==> config.mk <==
export PLATFORM = sky130hd
export DESIGN_NAME = decode_stage_1
export DESIGN_NICKNAME = d
export VERILOG_FILES = /design/src/design/decode_pkg.sv /design/src/design/opcode_classify.sv /design/src/design/decode_stage_reg.sv /design/src/design/field_extract.sv /design/src/design/decode_stage_1.sv
export SDC_FILE = /design/constraint.sdc
export NUM_CORES = 1
export LEC_CHECK = 0
export ABC_CLOCK_PERIOD_IN_PS = 2000
export BUFFER_PORTS_ARGS = -buffer_cell sky130_fd_sc_hd__buf_2
export CORE_MARGIN = 2
export CORE_UTILIZATION = 50
export DETAILED_ROUTE_END_ITERATION = 7
export PLACE_DENSITY = 0.78
export SYNTH_ARGS = -nofsm -noshare
export SYNTH_HDL_FRONTEND = slang
export SYNTH_SLANG_ARGS = --single-unit
export TNS_END_PERCENT = 100
==> constraint.sdc <==
create_clock -name clk -period 2 [get_ports clk]
set_input_delay 0.4 -clock clk [delete_from_list [all_inputs] [get_ports clk]]
set_output_delay 0.4 -clock clk [all_outputs]
set_load 0.03 [all_outputs]
==> src/design/decode_pkg.sv <==
//##########################################################
// decode stage 1 shared types
// byte window, opcode classes, size codes and the field
// record passed between the classifier and the extractor
//##########################################################

package decode_pkg;

    localparam int BYTE_W       = 8;
    localparam int WINDOW_BYTES = 4;
    localparam int REG_NUM_W    = 3;
    localparam int CLASS_W      = 5;

    typedef logic [BYTE_W-1:0] instr_byte_t;

    // byte 0 is the head of the window
    typedef instr_byte_t [WINDOW_BYTES-1:0] instr_window_t;

    typedef logic [REG_NUM_W-1:0] reg_num_t;
    typedef logic [1:0]           mod_t;
    typedef logic [1:0]           offset_t;

    // two-byte opcode escape
    localparam instr_byte_t OPC_ESCAPE = 8'h0f;

    typedef enum logic [CLASS_W-1:0] {
        CLS_NONE,
        CLS_PREFIX_SEG,
        CLS_PREFIX_OTHER,
        CLS_ALU_RM,
        CLS_ALU_ACC_IMM,
        CLS_ALU_IMM_RM,
        CLS_MOV_RM,
        CLS_MOV_SREG,
        CLS_MOV_IMM_SHORT,
        CLS_PUSH_POP_SHORT,
        CLS_INC_DEC_SHORT,
        CLS_JCC_8,
        CLS_JMP_8,
        CLS_JCC_FULL,
        CLS_MOVX,
        CLS_SHIFT_IMM,
        CLS_SIMPLE
    } op_class_e;

    typedef enum logic [1:0] {
        DISP_NONE = 2'd0,
        DISP_BYTE = 2'd1,
        DISP_FULL = 2'd2
    } disp_len_e;

    typedef enum logic [1:0] {
        IMM_NONE = 2'd0,
        IMM_BYTE = 2'd1,
        IMM_FULL = 2'd2
    } imm_len_e;

    typedef struct packed {
        op_class_e     op_class;
        instr_window_t window;
    } classified_t;

    typedef struct packed {
        logic      is_prefix;
        logic      is_prefix_segment;
        logic      s_present;
        logic      s;
        logic      w_present;
        logic      w;
        logic      greg_present;
        reg_num_t  greg;
        logic      sreg_present;
        reg_num_t  sreg;
        logic      mod_rm_present;
        mod_t      mod;
        reg_num_t  rm;
        disp_len_e disp_len;
        imm_len_e  imm_len;
        offset_t   next_offset;
    } decode_fields_t;

endpackage

==> src/design/opcode_classify.sv <==
//##########################################################
// opcode classifier
// maps the head opcode of the byte window, including the
// 0F two-byte map, onto a small opcode class
//##########################################################

module opcode_classify import decode_pkg::*; (
    input  logic          instr_valid,
    input  instr_window_t instr,
    output logic          cls_valid,
    output classified_t   cls
);

    op_class_e op_class;

    // one-byte opcode map
    function automatic op_class_e classify_primary(instr_byte_t op);
        op_class_e c;
        casez (op)
            // segment overrides ES CS SS DS FS GS
            8'h26, 8'h2e, 8'h36, 8'h3e, 8'h64, 8'h65: begin
                c = CLS_PREFIX_SEG;
            end
            // operand size, address size, lock
            8'h66, 8'h67, 8'hf0: begin
                c = CLS_PREFIX_OTHER;
            end
            // ADD OR ADC SBB AND SUB XOR CMP, low bits 0..3
            8'b00???0??: begin
                c = CLS_ALU_RM;
            end
            // same group, low bits 4 and 5
            8'b00???10?: begin
                c = CLS_ALU_ACC_IMM;
            end
            8'h80, 8'h81, 8'h83: begin
                c = CLS_ALU_IMM_RM;
            end
            8'b100010??: begin
                c = CLS_MOV_RM;
            end
            8'h8c, 8'h8e: begin
                c = CLS_MOV_SREG;
            end
            8'b1011????: begin
                c = CLS_MOV_IMM_SHORT;
            end
            8'b0101????: begin
                c = CLS_PUSH_POP_SHORT;
            end
            8'b0100????: begin
                c = CLS_INC_DEC_SHORT;
            end
            8'b0111????: begin
                c = CLS_JCC_8;
            end
            8'heb: begin
                c = CLS_JMP_8;
            end
            8'hc0, 8'hc1: begin
                c = CLS_SHIFT_IMM;
            end
            // NOP, HLT, CMC, CLC..STD
            8'h90, 8'hf4, 8'hf5, 8'b11111???: begin
                c = (op[2:1] == 2'b11) ? CLS_NONE : CLS_SIMPLE;
            end
            default: begin
                c = CLS_NONE;
            end
        endcase
        return c;
    endfunction

    // second byte after 0F
    function automatic op_class_e classify_escape(instr_byte_t op);
        op_class_e c;
        casez (op)
            8'b1000????: begin
                c = CLS_JCC_FULL;
            end
            // MOVZX B6 B7, MOVSX BE BF
            8'b1011?11?: begin
                c = CLS_MOVX;
            end
            default: begin
                c = CLS_NONE;
            end
        endcase
        return c;
    endfunction

    always_comb begin
        if (instr[0] == OPC_ESCAPE) begin
            op_class = classify_escape(instr[1]);
        end else begin
            op_class = classify_primary(instr[0]);
        end
    end

    assign cls_valid    = instr_valid;
    assign cls.op_class = op_class;
    assign cls.window   = instr;

endmodule

==> src/design/decode_stage_reg.sv <==
//##########################################################
// classifier to extractor pipeline register
// holds the opcode class and byte window for one cycle
//##########################################################

module decode_stage_reg import decode_pkg::*; (
    input  logic        clk,
    input  logic        arst_n,
    input  logic        cls_valid,
    input  classified_t cls,
    output logic        held_valid,
    output classified_t held
);

    always_ff @(posedge clk or negedge arst_n) begin
        if (!arst_n) begin
            held_valid <= 1'b0;
        end else begin
            held_valid <= cls_valid;
        end
    end

    // payload loads with the strobe and holds between items
    always_ff @(posedge clk) begin
        if (cls_valid) begin
            held <= cls;
        end
    end

endmodule

==> src/design/field_extract.sv <==
//##########################################################
// field extractor
// applies the per-class field rules to the held window and
// registers the decoded fields
//##########################################################

module field_extract import decode_pkg::*; (
    input  logic           clk,
    input  logic           arst_n,
    input  logic           held_valid,
    input  classified_t    held,
    output logic           decode_valid,
    output decode_fields_t fields
);

    op_class_e      op_class;
    instr_byte_t    b0;
    instr_byte_t    b1;
    instr_byte_t    b2;

    logic           w_at_0_0;
    logic           w_at_0_3;
    logic           w_at_1_0;
    logic           greg_at_0;
    logic           greg_at_1;
    logic           greg_at_2;
    logic           mod_rm_at_1;
    logic           mod_rm_at_2;
    logic           two_byte_opcode;
    decode_fields_t next_fields;

    assign op_class = held.op_class;
    assign b0       = held.window[0];
    assign b1       = held.window[1];
    assign b2       = held.window[2];

    // where each field sits, per class
    assign w_at_0_0 = (op_class == CLS_ALU_RM) || (op_class == CLS_ALU_ACC_IMM)
                   || (op_class == CLS_ALU_IMM_RM) || (op_class == CLS_MOV_RM)
                   || (op_class == CLS_SHIFT_IMM);
    assign w_at_0_3 = (op_class == CLS_MOV_IMM_SHORT);
    assign w_at_1_0 = (op_class == CLS_MOVX);

    assign greg_at_0 = (op_class == CLS_MOV_IMM_SHORT) || (op_class == CLS_PUSH_POP_SHORT)
                    || (op_class == CLS_INC_DEC_SHORT);
    assign greg_at_1 = (op_class == CLS_MOV_RM);
    assign greg_at_2 = (op_class == CLS_MOVX);

    assign mod_rm_at_1 = (op_class == CLS_ALU_RM) || (op_class == CLS_ALU_IMM_RM)
                      || (op_class == CLS_MOV_RM) || (op_class == CLS_MOV_SREG)
                      || (op_class == CLS_SHIFT_IMM);
    assign mod_rm_at_2 = (op_class == CLS_MOVX);

    assign two_byte_opcode = (op_class == CLS_JCC_FULL) || (op_class == CLS_MOVX);

    always_comb begin
        next_fields = '0;

        next_fields.is_prefix_segment = (op_class == CLS_PREFIX_SEG);
        next_fields.is_prefix         = (op_class == CLS_PREFIX_SEG)
                                     || (op_class == CLS_PREFIX_OTHER);

        if (op_class == CLS_ALU_IMM_RM) begin
            next_fields.s_present = 1'b1;
            next_fields.s         = b0[1];
        end

        next_fields.w_present = w_at_0_0 || w_at_0_3 || w_at_1_0;
        next_fields.w         = (w_at_0_0 && b0[0]) || (w_at_0_3 && b0[3])
                             || (w_at_1_0 && b1[0]);

        next_fields.greg_present = greg_at_0 || greg_at_1 || greg_at_2;
        if (greg_at_0) begin
            next_fields.greg = b0[2:0];
        end else if (greg_at_1) begin
            next_fields.greg = b1[5:3];
        end else if (greg_at_2) begin
            next_fields.greg = b2[5:3];
        end

        if (op_class == CLS_MOV_SREG) begin
            next_fields.sreg_present = 1'b1;
            next_fields.sreg         = b1[5:3];
        end

        next_fields.mod_rm_present = mod_rm_at_1 || mod_rm_at_2;
        if (mod_rm_at_1) begin
            next_fields.mod = b1[7:6];
            next_fields.rm  = b1[2:0];
        end else if (mod_rm_at_2) begin
            next_fields.mod = b2[7:6];
            next_fields.rm  = b2[2:0];
        end

        case (op_class)
            CLS_JCC_8, CLS_JMP_8: next_fields.disp_len = DISP_BYTE;
            CLS_JCC_FULL:         next_fields.disp_len = DISP_FULL;
            default:              next_fields.disp_len = DISP_NONE;
        endcase

        case (op_class)
            CLS_ALU_ACC_IMM, CLS_ALU_IMM_RM, CLS_MOV_IMM_SHORT: begin
                next_fields.imm_len = IMM_FULL;
            end
            CLS_SHIFT_IMM: next_fields.imm_len = IMM_BYTE;
            default:       next_fields.imm_len = IMM_NONE;
        endcase

        // opcode bytes plus ModR/M, less one
        next_fields.next_offset = offset_t'(two_byte_opcode)
                                + offset_t'(next_fields.mod_rm_present);
    end

    always_ff @(posedge clk or negedge arst_n) begin
        if (!arst_n) begin
            decode_valid <= 1'b0;
            fields       <= '0;
        end else begin
            decode_valid <= held_valid;
            // fields hold while no item is in flight
            if (held_valid) begin
                fields <= next_fields;
            end
        end
    end

endmodule

==> src/design/decode_stage_1.sv <==
//##########################################################
// decode stage 1
// classifier, pipeline register and field extractor
//##########################################################

module decode_stage_1 import decode_pkg::*; (
    input  logic           clk,
    input  logic           arst_n,
    input  logic           instr_valid,
    input  instr_window_t  instr,
    output logic           decode_valid,
    output decode_fields_t fields
);

    logic        cls_valid;
    classified_t cls;
    logic        held_valid;
    classified_t held;

    opcode_classify u_classify (
        .instr_valid (instr_valid),
        .instr       (instr),
        .cls_valid   (cls_valid),
        .cls         (cls)
    );

    decode_stage_reg u_stage_reg (
        .clk        (clk),
        .arst_n     (arst_n),
        .cls_valid  (cls_valid),
        .cls        (cls),
        .held_valid (held_valid),
        .held       (held)
    );

    field_extract u_extract (
        .clk          (clk),
        .arst_n       (arst_n),
        .held_valid   (held_valid),
        .held         (held),
        .decode_valid (decode_valid),
        .fields       (fields)
    );

endmodule

Word-level counts from Yosys, hierarchy flattened
Cells that the tools add are included.
{ "classes": {"n_addsub": 1, "eq_ne": 46, "muxes": 13, "reduce_logical": 31} }
{ "op_table": {"columns": ["operator", "n"], "rows": [
  ["$eq A8 B8 Y1 const B", 12],
  ["$pmux W5 S14", 1],
  ["$eq A5 B4 Y1 const B", 8],
  ["$eq A8 B6 Y1 const B", 4],
  ["$eq A8 B7 Y1 const B", 4],
  ["$eq A5 B3 Y1 const B", 4],
  ["$mux W5", 4],
  ["$logic_or A1 B1 Y1", 19],
  ["$eq A4 B3 Y1 const B", 3],
  ["$eq A6 B6 Y1 const B", 2],
  ["$eq A5 B2 Y1 const B", 2],
  ["$mux W3", 3],
  ["$reduce_or A3 Y1", 3],
  ["$eq A4 B4 Y1 const B", 2],
  ["$eq A8 B4 Y1 const B", 1],
  ["$pmux W2 S2", 2],
  ["$pmux W4 S2", 1],
  ["$reduce_or A2 Y1", 3],
  ["$reduce_or A6 Y1", 1],
  ["$eq A5 B1 Y1 const B", 1],
  ["$eq A5 B5 Y1 const B", 1],
  ["$eq A4 B2 Y1 const B", 1],
  ["$mux W4", 1],
  ["$reduce_or A4 Y1", 1],
  ["other kinds (5)", 7]
]} }
{ "word_totals": {"ff_bits": 53, "inputBits": 35, "output_inout_bits": 27, "word_cells": 113} }

Depth between registers and ports, before layout
Gate-level depths: netlist (run 1).
{ "logic_depth": {"word_depth": 8, "depth_mapped": 8, "ltp_nobuf": 6} }

Modules after synthesis
From an unflattened synthesis (run 1), not the netlist that was laid out.
{ "unflattened": {"hier_cells": 267, "hier_area_um2": 3141.8} }
{ "by_module_without_submodules": {"columns": ["mod", "instances", "cells_per_inst", "area_per_inst_um2", "seq_area_each_um2"], "rows": [
  ["field_extract", 1, 135, 1376.3, 675.6],
  ["decode_stage_reg", 1, 38, 1136.1, 1136.1],
  ["opcode_classify", 1, 94, 629.4, 0.0]
]} }

Worst setup path before layout (run 1)
Ideal clock, no wire load.
{ "synth_timing": {"path_type": "flip-flop to flip-flop", "from": "register, netlist name u_stage_reg.held[35]", "to": "register, netlist name u_extract.fields[0]", "setup_time_ps": 125, "t_arrival_ps": 1664, "t_required_ps": 1875, "slack_ps": 211, "path_stages_with_launch": 9, "n_path_buf": 2, "synth_period_minus_slack_ps": 1789, "path_cell_list": "edfxtp_1 -> buf_2 -> nor2b_1 -> clkbuf_1 -> o221ai_2 -> nand2_1 -> nand2_1 -> ha_1 -> mux2_2"} }

==> Implementation_results.wiki, run 1 <==
{| class="wikitable"
! Metric !! Value
|-
| Initial DRC Count || 218
|-
| Row Count || 25
|-
| Cell type of the slowest stage on the worst timing path || edfxtp_1
|-
| Drt first pass iters || 5
|-
| Type of element launching the critical path || register
|-
| Setup slack of the worst register-to-register path || 250 ps
|-
| Maximum root-to-sink buffer count || 2
|-
| Area added between synthesis and finish || 17.42%
|-
| RD Place Congestion || 0.8764
|-
| Pin count of the biggest net entering global routing || 29
|-
| Cts repair resizes || 0
|-
| Count of antenna-violating nets left after detailed routing || 0
|-
| Initial cell density of the core || 52.11%
|-
| Sequential cell area || 0.001451 mm²
|-
| Worst Setup End Kind || register
|-
| Crit Path Max Fanout || 9
|-
| Fraction of final layout cells with drive strength greater than 1 || between 20% and 30%
|-
| Setup clock skew after layout || 15.24 ps
|-
| Final Hold Fails || 0
|-
| Congestion Overflow GR || 0
|-
| Portion of the post-synthesis area used by sequential elements || between 50 and 60%
|-
| Area of the die || 0.005534 mm²
|-
| Proportion of synthesized flip-flops having asynchronous set or reset || 52.83%
|-
| Slew HR || 58.20%
|-
| Residual DRC count || 0
|-
| Hold_ws || 100.0 ps
|-
| CTS Sinks || 53
|-
| Worst Setup Path Type || reg -> reg
|-
| Unrepaired setup endpoints after global routing || false
|-
| Horizontal die dimension || 74.39 µm
|-
| Most frequent cell on the critical path || nand2_1
|-
| Post-cts hold buffer count || 0
|-
| Final worst path period need || 1748 ps
|-
| Flop and latch count out of synthesis || 53
|-
| Min-delay worst type || in -> async
|-
| Fin Setup TNS || 0 ps
|-
| Pwr dens || roughly 780 mW/mm²
|-
| Launch instance of the worst register-to-register path || u_stage_reg.held[35]$_DFFE_PP_
|-
| Most common cell after layout, fill and taps aside || buf_2
|-
| Via total after detailed routing || 1954
|-
| Fill cells || 437
|-
| Biggest cell delay along the critical path || 520 ps
|-
| Final net count || 311
|-
| Vias per Instance || roughly 5.7
|-
| Placed Cells incl. Taps || ~340
|-
| Slew Limit Fails || 0
|-
| Cells on worst reg2reg path || 6
|-
| Number of clock buffers inserted by TritonCTS || 5
|-
| Number of endpoints failing setup at the final stage || 0
|-
| Clock latency on the worst-skew pair || 310 ps
|-
| Reg-to-reg critical path endpoint || u_extract.fields[0]$_DFFE_PN0P_
|-
| Most used cells in the layout excluding fill and tap cells || buf_2, dfrtp_1, edfxtp_1
|-
| Number of top-level pins || 62
|-
| Vias in the first global route || between 1500 and 2000
|-
| Max H-tree Level || 2
|-
| Post-CTS setup-driven buffer insertion count || 0
|-
| Top FF cell, synth || dfrtp_1
|-
| Leakage dissipation || 1.255 nW
|-
| Required arrival time at the worst endpoint || 2200 ps
|-
| Overall routed net length || 5.251 mm
|-
| Warning count from the yosys run || 0
|-
| Cell-by-cell listing of the critical path || nand2b_1 > o221ai_2 > nand2_1 > nand2_1 > ha_1 > mux2_2
|-
| Final Instance Count excl. Fillers || approximately 340
|-
| Clock tree from TritonCTS || yes
|-
| Clock slew at the register clock pins of the worst setup and hold paths || around 90 ps
|-
| Syn Inst Count || 222
|-
| Detailed-placement wirelength estimate || 3.756 mm
|-
| GRT Resource Usage Total || about a fifth
|-
| CP Capture Point || u_extract.fields[0]$_DFFE_PN0P_
|-
| Number of diodes added for antenna fixing || 0
|-
| Max-Cap Viols || 0
|-
| Floorplan core area || 0.004755 mm²
|-
| Average instance area after synthesis || roughly 11 µm²
|-
| Slew of the pin with the lowest slew margin || ~630 ps
|-
| Number of buffer cells added on primary ports || 53
|-
| Synth unique cells || 48
|-
| Cell chosen for the clock root || clkbuf_8
|-
| Maximum operating frequency || 572.1 MHz
|-
| EDFF count, synth || 25
|-
| Critical path origin || u_stage_reg.held[35]$_DFFE_PP_
|-
| Combined area of all synthesized cells || 0.002477 mm²
|-
| Die height || 74.39 µm
|-
| Number of antenna violations at the first check in global routing || 0
|-
| Area occupied by multi-input gates || approximately 900 µm²
|-
| Signal arrival time at the worst endpoint || between 1500 and 2000 ps
|-
| Largest vdd supply drop || 0.4392 mV
|-
| Routed wire length per instance || 15.31 µm
|-
| Final critical-path share of the clock period || 87.39%
|-
| First-pass GRT wire length || 8.266 mm
|-
| Net count after synthesis || 258
|-
| Run status || finished, final reports clean
|}
flip-flops by register name, summed over array words and instances (netlist names):
name	flops
u_extract.fields	26
u_stage_reg.held	25
u_extract.decode_valid	1
u_stage_reg.held_valid	1
cell type report:
cell class,count,area share (%)
clock buffer,6,2.495
clock inverter,2,0.4731
sequential,53,49.89
inverter,8,1.032
tap,67,2.882
timing repair buffer,62,11.44
multi-input combinational,145,31.78
worst min-delay path by stage:
stage / end / slack (ps)
after floorplan: u_extract.decode_valid$_DFF_PN0_ / 100
after detailed placement: u_extract.fields[21]$_DFFE_PN0P_ / 450
after CTS: u_extract.fields[21]$_DFFE_PN0P_ / 110
after global routing: u_extract.fields[5]$_DFFE_PN0P_ / 130
final: u_extract.fields[12]$_DFFE_PN0P_ / 100
after global placement: u_extract.fields[21]$_DFFE_PN0P_ / 440
stage by stage:
step	area [µm²]	power, W	setup slack, ps	util, %
floorplan	2477	0.001553	211.1	-
global placement	2823	0.001700	235.7	59.37
detailed placement	2823	0.001711	194.4	59.37
CTS	2909	0.002293	257.7	61.18
global route	2909	0.002380	143.4	61.18
finish	2909	0.002271	252.1	61.18
worst max-delay path: cells and delay by family (launching register included):
family          cells  cell delay [ps]
compound gates      1              220
fa+ha+maj           1              220
flops               1              520
mux                 1              260
simple gates        3              430
logic make-up (layout without fill, tap and decap cells):
kind of cell / after synthesis / count (layout) / share of synthesized area (%)
AND/OR/NAND/NOR: 77 / 77 / 16.41
flip-flops: 53 / 53 / 58.59
AO/OA/AOI/OAI: 60 / 60 / 17.47
buffers and inverters: 24 / 78 / 4.091
adder cells (fa/ha/maj): 1 / 1 / 0.5050
multiplexers: 5 / 5 / 2.222
XOR/XNOR: 2 / 2 / 0.7072
Yosys cell counts (5+ instances only):
cell / instances / share of area (%)
edfxtp_1: 25 / 30
nand2_1: 11 / 1.7
a21oi_1: 13 / 2.6
clkbuf_1: 12 / 1.8
dfrtp_1: 28 / 28
a32oi_1: 5 / 1.8
nand3_1: 8 / 1.6
inv_1: 8 / 1.2
o21ai_0: 9 / 1.8
nand4_1: 5 / 1.3
a31oi_1: 5 / 1.3
nand2b_1: 5 / 1.3
nor2_1: 22 / 3.3
where the power goes:
group / internal (W) / total, W / switching, W
logic: 0.000143 / 0.000405 / 0.000262
registers: 0.00123 / 0.00128 / 0.0000523
clock network: 0.000250 / 0.000582 / 0.000332
total: 0.00162 / 0.00227 / 0.000647
metal layers:
layer | vias up | GRT usage, % | part of all wire, %
met3 | 8 | 5.285 | 5.2
li1 | 942 | - | -
met4 | 0 | 7.143 | 1.3
met2 | 63 | 32.15 | 50
met5 | - | 0 | 0
met1 | 941 | 26.29 | 44
No activity file was read; power rests on OpenSTA's default activity.
==> inputs of run 2 (changes only) <==
ABC_AREA = 1   (was unset)
TNS_END_PERCENT = 1   (was 100)
==> Implementation_results.wiki, run 2 <==
{| class="wikitable"
! Metric !! Value
|-
| Synth unique cells || 26
|-
| Cell chosen for the clock root || clkbuf_8
|-
| Portion of the post-synthesis area used by sequential elements || about 59%
|-
| Internal Dissipation || 0.001576 W
|-
| Pwr dens || 762.4 mW/mm²
|-
| Overall routed net length || 5.027 mm
|-
| GRT Resource Usage Total || 19.77%
|-
| Number of diodes added for antenna fixing || 0
|-
| Row Count || 25
|-
| Fraction of final layout cells with drive strength greater than 1 || 20.94%
|-
| Total power of the final layout || 0.002199 W
|-
| Flop and latch count out of synthesis || 53
|-
| Die height || 74.14 µm
|-
| Syn Inst Count || 282
|-
| First-pass GRT wire length || 8.197 mm
|-
| Crit Path Max Fanout || 7
|-
| Crit path setup slack, layout || 428.3 ps
|-
| Post-placement setup slack || 456.6 ps
|-
| Count leader, synth || nand2_1
|-
| Synth top area share || 30.52%
|-
| Most frequent cell on the critical path || nand2_1
|-
| Clock tree from TritonCTS || yes
|-
| Clock latency on the worst-skew pair || 300 ps
|-
| Cell type of the slowest stage on the worst timing path || edfxtp_1
|-
| Number of top-level pins || 62
|-
| Cell-by-cell listing of the critical path || inv_2 > nand2_1 > nor2_1 > nand2_1 > nand4_1 > ha_1 > nand2_1 > nand2_1
|-
| Initial DRC Count || 124
|-
| Unrepaired setup endpoints after global routing || false
|-
| Vias per Instance || 5.049
|-
| Proportion of synthesized flip-flops having asynchronous set or reset || between 50% and 60%
|-
| Post-cts hold buffer count || 0
|-
| Worst Setup Path Type || reg -> reg
|-
| Min-delay worst type || in -> async
|-
| Most common cell after layout, fill and taps aside || nand2_1
|-
| Slew Limit Fails || 0
|-
| Clock slew at the register clock pins of the worst setup and hold paths || 90 ps
|-
| Combined area of all synthesized cells || 0.002460 mm²
|-
| Most area-consuming cells after synthesis || edfxtp_1, dfrtp_1, nand2_1
|-
| Hold_ws || 97.78 ps
|-
| Signal arrival time at the worst endpoint || 1770 ps
|-
| Congestion Overflow GR || 0
|-
| Final Hold Fails || 0
|-
| CTS Sinks || 53
|-
| Routed wire length per instance || 12.38 µm
|-
| Cts repair resizes || 0
|-
| Detailed-placement wirelength estimate || between 3 and 4 mm
|-
| Family of cells with the greatest summed delay on the critical path || simple AND/OR/NAND/NOR gates
|-
| Most used cells in the layout excluding fill and tap cells || nand2_1, buf_2, nor2_1
|-
| Maximum operating frequency || roughly 640 MHz
|-
| Horizontal die dimension || 74.14 µm
|-
| Top FF cell, synth || dfrtp_1
|-
| Final net count || between 300 and 400
|-
| Initial cell density of the core || 52.08%
|-
| Largest vdd supply drop || 0.3706 mV
|-
| Required arrival time at the worst endpoint || around 2200 ps
|-
| Fin Setup TNS || 0 ps
|-
| Average instance area after synthesis || 8.723 µm²
|-
| Worst Setup End Kind || register
|-
| Switching component of the power || 0.0006228 W
|-
| Net count after synthesis || 318
|-
| Yosys top cell by area || edfxtp_1
|-
| Warning count from the yosys run || 0
|-
| Pin count of the biggest net entering global routing || 29
|-
| Number of endpoints failing setup at the final stage || 0
|-
| Via total after detailed routing || about 2000
|-
| Number of antenna violations at the first check in global routing || 0
|-
| Largest registers ranked by flip-flop count || u_extract.fields (26), u_stage_reg.held (25)
|-
| Type of element launching the critical path || register
|-
| Vias in the first global route || between 1500 and 2000
|-
| Floorplan core area || roughly 0.0047 mm²
|-
| Slew HR || 59.54%
|-
| Area added between synthesis and finish || 17.24%
|-
| Leakage dissipation || between 1 and 1.5 nW
|-
| Fraction of power consumed by the clock network || 26.2%
|-
| Number of buffer cells added on primary ports || 53
|-
| Area of the die || between 0.005 and 0.006 mm²
|-
| Max H-tree Level || 2
|-
| Post-synth top cells || nand2_1, nor2_1, dfrtp_1
|-
| Residual DRC count || 0
|-
| Max reg flops || 26
|-
| Drt first pass iters || 4
|-
| Final critical-path share of the clock period || 78.59%
|-
| Run status || finished, final reports clean
|-
| Fraction of power consumed by combinational cells || 15.9%
|-
| Biggest cell delay along the critical path || about 440 ps
|-
| Final worst path period need || ~1600 ps
|-
| Buffer and inverter count on the worst path || 1
|-
| RD Place Congestion || between 0.9 and 1
|-
| Setup clock skew after layout || between 7 and 8 ps
|-
| Most flop-heavy register || u_extract.fields
|-
| Sequential share of power || slightly below 60%
|-
| Slew of the pin with the lowest slew margin || 606.9 ps
|-
| Post-CTS setup-driven buffer insertion count || 0
|-
| Maximum root-to-sink buffer count || 2
|-
| Max-Cap Viols || 0
|-
| Number of clock buffers inserted by TritonCTS || 5
|-
| Switching Fraction || 28.32%
|-
| Count of antenna-violating nets left after detailed routing || 0
|-
| EDFF count, synth || 25
|}
-- run 2: layer usage --
metal	vias to the layer above	global-route usage [%]	wire (µm)
met1	937	26.88	2275
met4	0	7.273	49
li1	1035	-	-
met3	7	4.607	269
met2	71	31.15	2432
met5	-	0	0
-- run 2: final cells by class --
type / count / area (µm²)
clock buffers: 6 / 72.57
clock inverters: 2 / 15.01
fillers: 430 / 1839
inverters: 29 / 108.9
multi-input cells: 195 / 879.6
flip-flops and latches: 53 / 1451
well taps: 67 / 83.83
repair buffers: 54 / 272.8
-- run 2: per-stage QoR --
step,utilization (%),area (µm²),instances
floorplan,-,2460,282
global placement,59.21,2796,398
detailed placement,59.21,2796,398
CTS,61.06,2884,406
global route,61.06,2884,406
finish,61.06,2884,406
-- run 2: power groups by stage --
stage | Clock [W] | Sequential [W] | Combinational, W
floorplan | 0 | 0.00137 | 0.000142
global placement | 0 | 0.00129 | 0.000346
detailed placement | 0 | 0.00129 | 0.000351
CTS | 0.000598 | 0.00127 | 0.000352
global route | 0.000642 | 0.00128 | 0.000391
finish | 0.000576 | 0.00127 | 0.000350
-- run 2: final timing paths --
path / startpoint / end / slack (ps) / cells past startpoint
max in group asynchronous: arst_n / u_extract.fields[19]$_DFFE_PN0P_ / 1500 / 1
max reg2reg: u_stage_reg.held[36]$_SDFFCE_PP0P_ / u_extract.fields[0]$_DFFE_PN0P_ / 430 / 8
min: arst_n / u_extract.fields[17]$_DFFE_PN0P_ / 100 / 1
min in group clk: instr[20] / u_stage_reg.held[20]$_DFFE_PP_ / 260 / 1
max: u_stage_reg.held[36]$_SDFFCE_PP0P_ / u_extract.fields[0]$_DFFE_PN0P_ / 430 / 8
min reg2reg: u_extract.fields[1]$_DFFE_PN0P_ / u_extract.fields[1]$_DFFE_PN0P_ / 470 / 2
-- run 2: cell families (layout without fill, tap and decap cells) --
group / count (synthesis) / in the layout / synth area share [%]
AOI/OAI and AO/OA: 26 / 26 / 6.002
DFF: 53 / 53 / 59.00
adders and majority gates: 1 / 1 / 0.5086
buffers and inverters: 34 / 91 / 5.239
and+or+nand+nor: 168 / 168 / 29.25
==> inputs of run 3 (changes only) <==
ABC_CLOCK_PERIOD_IN_PS = 1300   (was 2000)
CORE_UTILIZATION = 47   (was 50)
PLACE_DENSITY = 0.77   (was 0.78)
clock period = 1.3 ns   (was 2 ns; I/O delays follow)
==> Implementation_results.wiki, run 3 (synthesis gave the netlist of run 2 again) <==
{| class="wikitable"
! Metric !! Value
|-
| Run status || complete, but fails checks
|-
| Failing checks || setup timing
|-
| Number of top-level pins || 62
|-
| RD Place Congestion || approximately 0.95
|-
| Vias in the first global route || 2092
|-
| Drt first pass iters || 4
|-
| Congestion Overflow GR || 0
|-
| Largest vdd supply drop || 0.5899 mV
|-
| Routed wire length per instance || 12.85 µm
|-
| Maximum operating frequency || approximately 670 MHz
|-
| Cell chosen for the clock root || clkbuf_8
|-
| Pin count of the biggest net entering global routing || 29
|-
| Most flop-heavy register || u_extract.fields
|-
| Most used cells in the layout excluding fill and tap cells || nand2_1, buf_2, nor2_1
|-
| Final worst path period need || 1488 ps
|-
| Number of clock buffers inserted by TritonCTS || 5
|-
| Number of diodes added for antenna fixing || 0
|-
| Largest registers ranked by flip-flop count || u_extract.fields (26), u_stage_reg.held (25)
|-
| Die height || approximately 76 µm
|-
| Floorplan core area || 0.005075 mm²
|-
| Number of endpoints failing setup at the final stage || 13
|-
| Unrepaired setup endpoints after global routing || true
|-
| Area of the die || 0.005829 mm²
|-
| Crit path setup slack, layout || -188.3 ps
|-
| Overall routed net length || roughly 5.7 mm
|-
| Number of buffer cells added on primary ports || 53
|-
| Required arrival time at the worst endpoint || roughly 1500 ps
|-
| Slew of the pin with the lowest slew margin || 604.6 ps
|-
| Horizontal die dimension || roughly 76 µm
|-
| Signal arrival time at the worst endpoint || 1680 ps
|-
| Final net count || 411
|-
| GRT Resource Usage Total || 20.54%
|-
| Max-Cap Viols || 0
|-
| Row Count || 26
|-
| Worst Setup End Kind || register
|-
| Hold_ws || 127.4 ps
|-
| Number of antenna violations at the first check in global routing || 0
|-
| Leakage dissipation || 1.687 nW
|-
| Max H-tree Level || 2
|-
| Initial cell density of the core || 48.47%
|-
| Crit Path Max Fanout || 5
|-
| Area added between synthesis and finish || 31.59%
|-
| Fin Setup TNS || -1220 ps
|-
| Max reg flops || 26
|-
| Type of element launching the critical path || register
|-
| Setup clock skew after layout || between 7 and 8 ps
|-
| End-of-flow core utilization || 63.78%
|-
| Final Hold Fails || 0
|-
| Vias per Instance || 4.946
|-
| Clock tree from TritonCTS || yes
|-
| Pwr dens || 1091 mW/mm²
|-
| Critical path origin || u_stage_reg.held[35]$_DFFE_PP_
|-
| Initial DRC Count || 146
|-
| Slew Limit Fails || 0
|-
| Clock latency on the worst-skew pair || around 300 ps
|-
| Residual DRC count || 0
|-
| Launch point of the worst hold path || instr[16]
|-
| Worst Setup Path Type || reg -> reg
|-
| Clock slew at the register clock pins of the worst setup and hold paths || 90 ps
|-
| Slew HR || 59.69%
|-
| Count of antenna-violating nets left after detailed routing || 0
|-
| Launch instance of the worst register-to-register path || u_stage_reg.held[35]$_DFFE_PP_
|-
| Detailed-placement wirelength estimate || approximately 4.2 mm
|-
| Most common cell after layout, fill and taps aside || nand2_1
|-
| CTS Sinks || 53
|-
| Maximum root-to-sink buffer count || 2
|-
| First-pass GRT wire length || 9.487 mm
|-
| Final critical-path share of the clock period || 114.5%
|-
| Fraction of final layout cells with drive strength greater than 1 || 32.18%
|-
| Via total after detailed routing || 2206
|-
| Min-delay worst type || in -> reg
|}
run 3: changes by cell type in the layout (fill, tap and decap cells not counted), sizes merged:
cell	change
dlygate4sd3	+1
clkinvlp	-2
buf	+36
inv	+1
clkinv	+1
run 3: final cells by class:
cell class                 instances  area [µm²]
fill                             451        1838
sequential                        53        1451
multi-input combinational        195       937.1
timing repair buffer              91       569.3
inverter                          29       108.9
tap                               70       87.58
clock buffer                       6       72.57
clock inverter                     2       10.01
run 3: routing by layer:
layer  global-route usage (%)  wire length, µm
met3                    4.147              279
met2                    34.07             2812
met4                    6.727              102
met1                    27.20             2538
met5                        0                0
run 3: where the power goes:
part	switching, W	internal (W)	leakage (nW)	total, W
clock	0.000494	0.000375	0.0432	0.000869
combinational	0.000444	0.000262	1.03	0.000706
sequential	0.0000640	0.00189	0.613	0.00195
total	0.00100	0.00253	1.69	0.00353
run 3: worst paths after layout:
kind / to / slack, ps / cells after the start
min in group asynchronous: u_stage_reg.held_valid$_DFF_PN0_ / 500 / 2
worst max register to register: u_extract.fields[0]$_DFFE_PN0P_ / -190 / 7
max in group asynchronous: u_extract.fields[1]$_DFFE_PN0P_ / 410 / 2
worst max-delay path: u_extract.fields[0]$_DFFE_PN0P_ / -190 / 7
worst min register to register: u_extract.fields[24]$_DFFE_PN0P_ / 490 / 2
worst min-delay path: u_stage_reg.held[16]$_DFFE_PP_ / 130 / 1
run 3: timing repair:
action	CTS	global route
hold buffers	1	0
hold endpoints to repair	28	0
gates resized for setup	11	10
pin swaps	9	10
endpoints found under the setup margin	12	19
buffers inserted	6	2
run 3: stage by stage:
step | power (W) | instances | setup slack [ps] | area, µm²
global placement | 0.002607 | 429 | -77.05 | 3030
detailed placement | 0.002627 | 429 | -143.5 | 3030
global route | 0.003726 | 446 | -234.4 | 3237
floorplan | 0.002325 | 282 | -75.79 | 2467
finish | 0.003530 | 446 | -188.3 | 3237
CTS | 0.003544 | 444 | -101.8 | 3204
run 3: critical path: stages (launching register included):
cell and delay (ps):
edfxtp_1 480, buf_6 170, nor2_4 110, nand2_2 80, nand4_1 140, ha_2 290, nand2_1 60, nand2_1 50
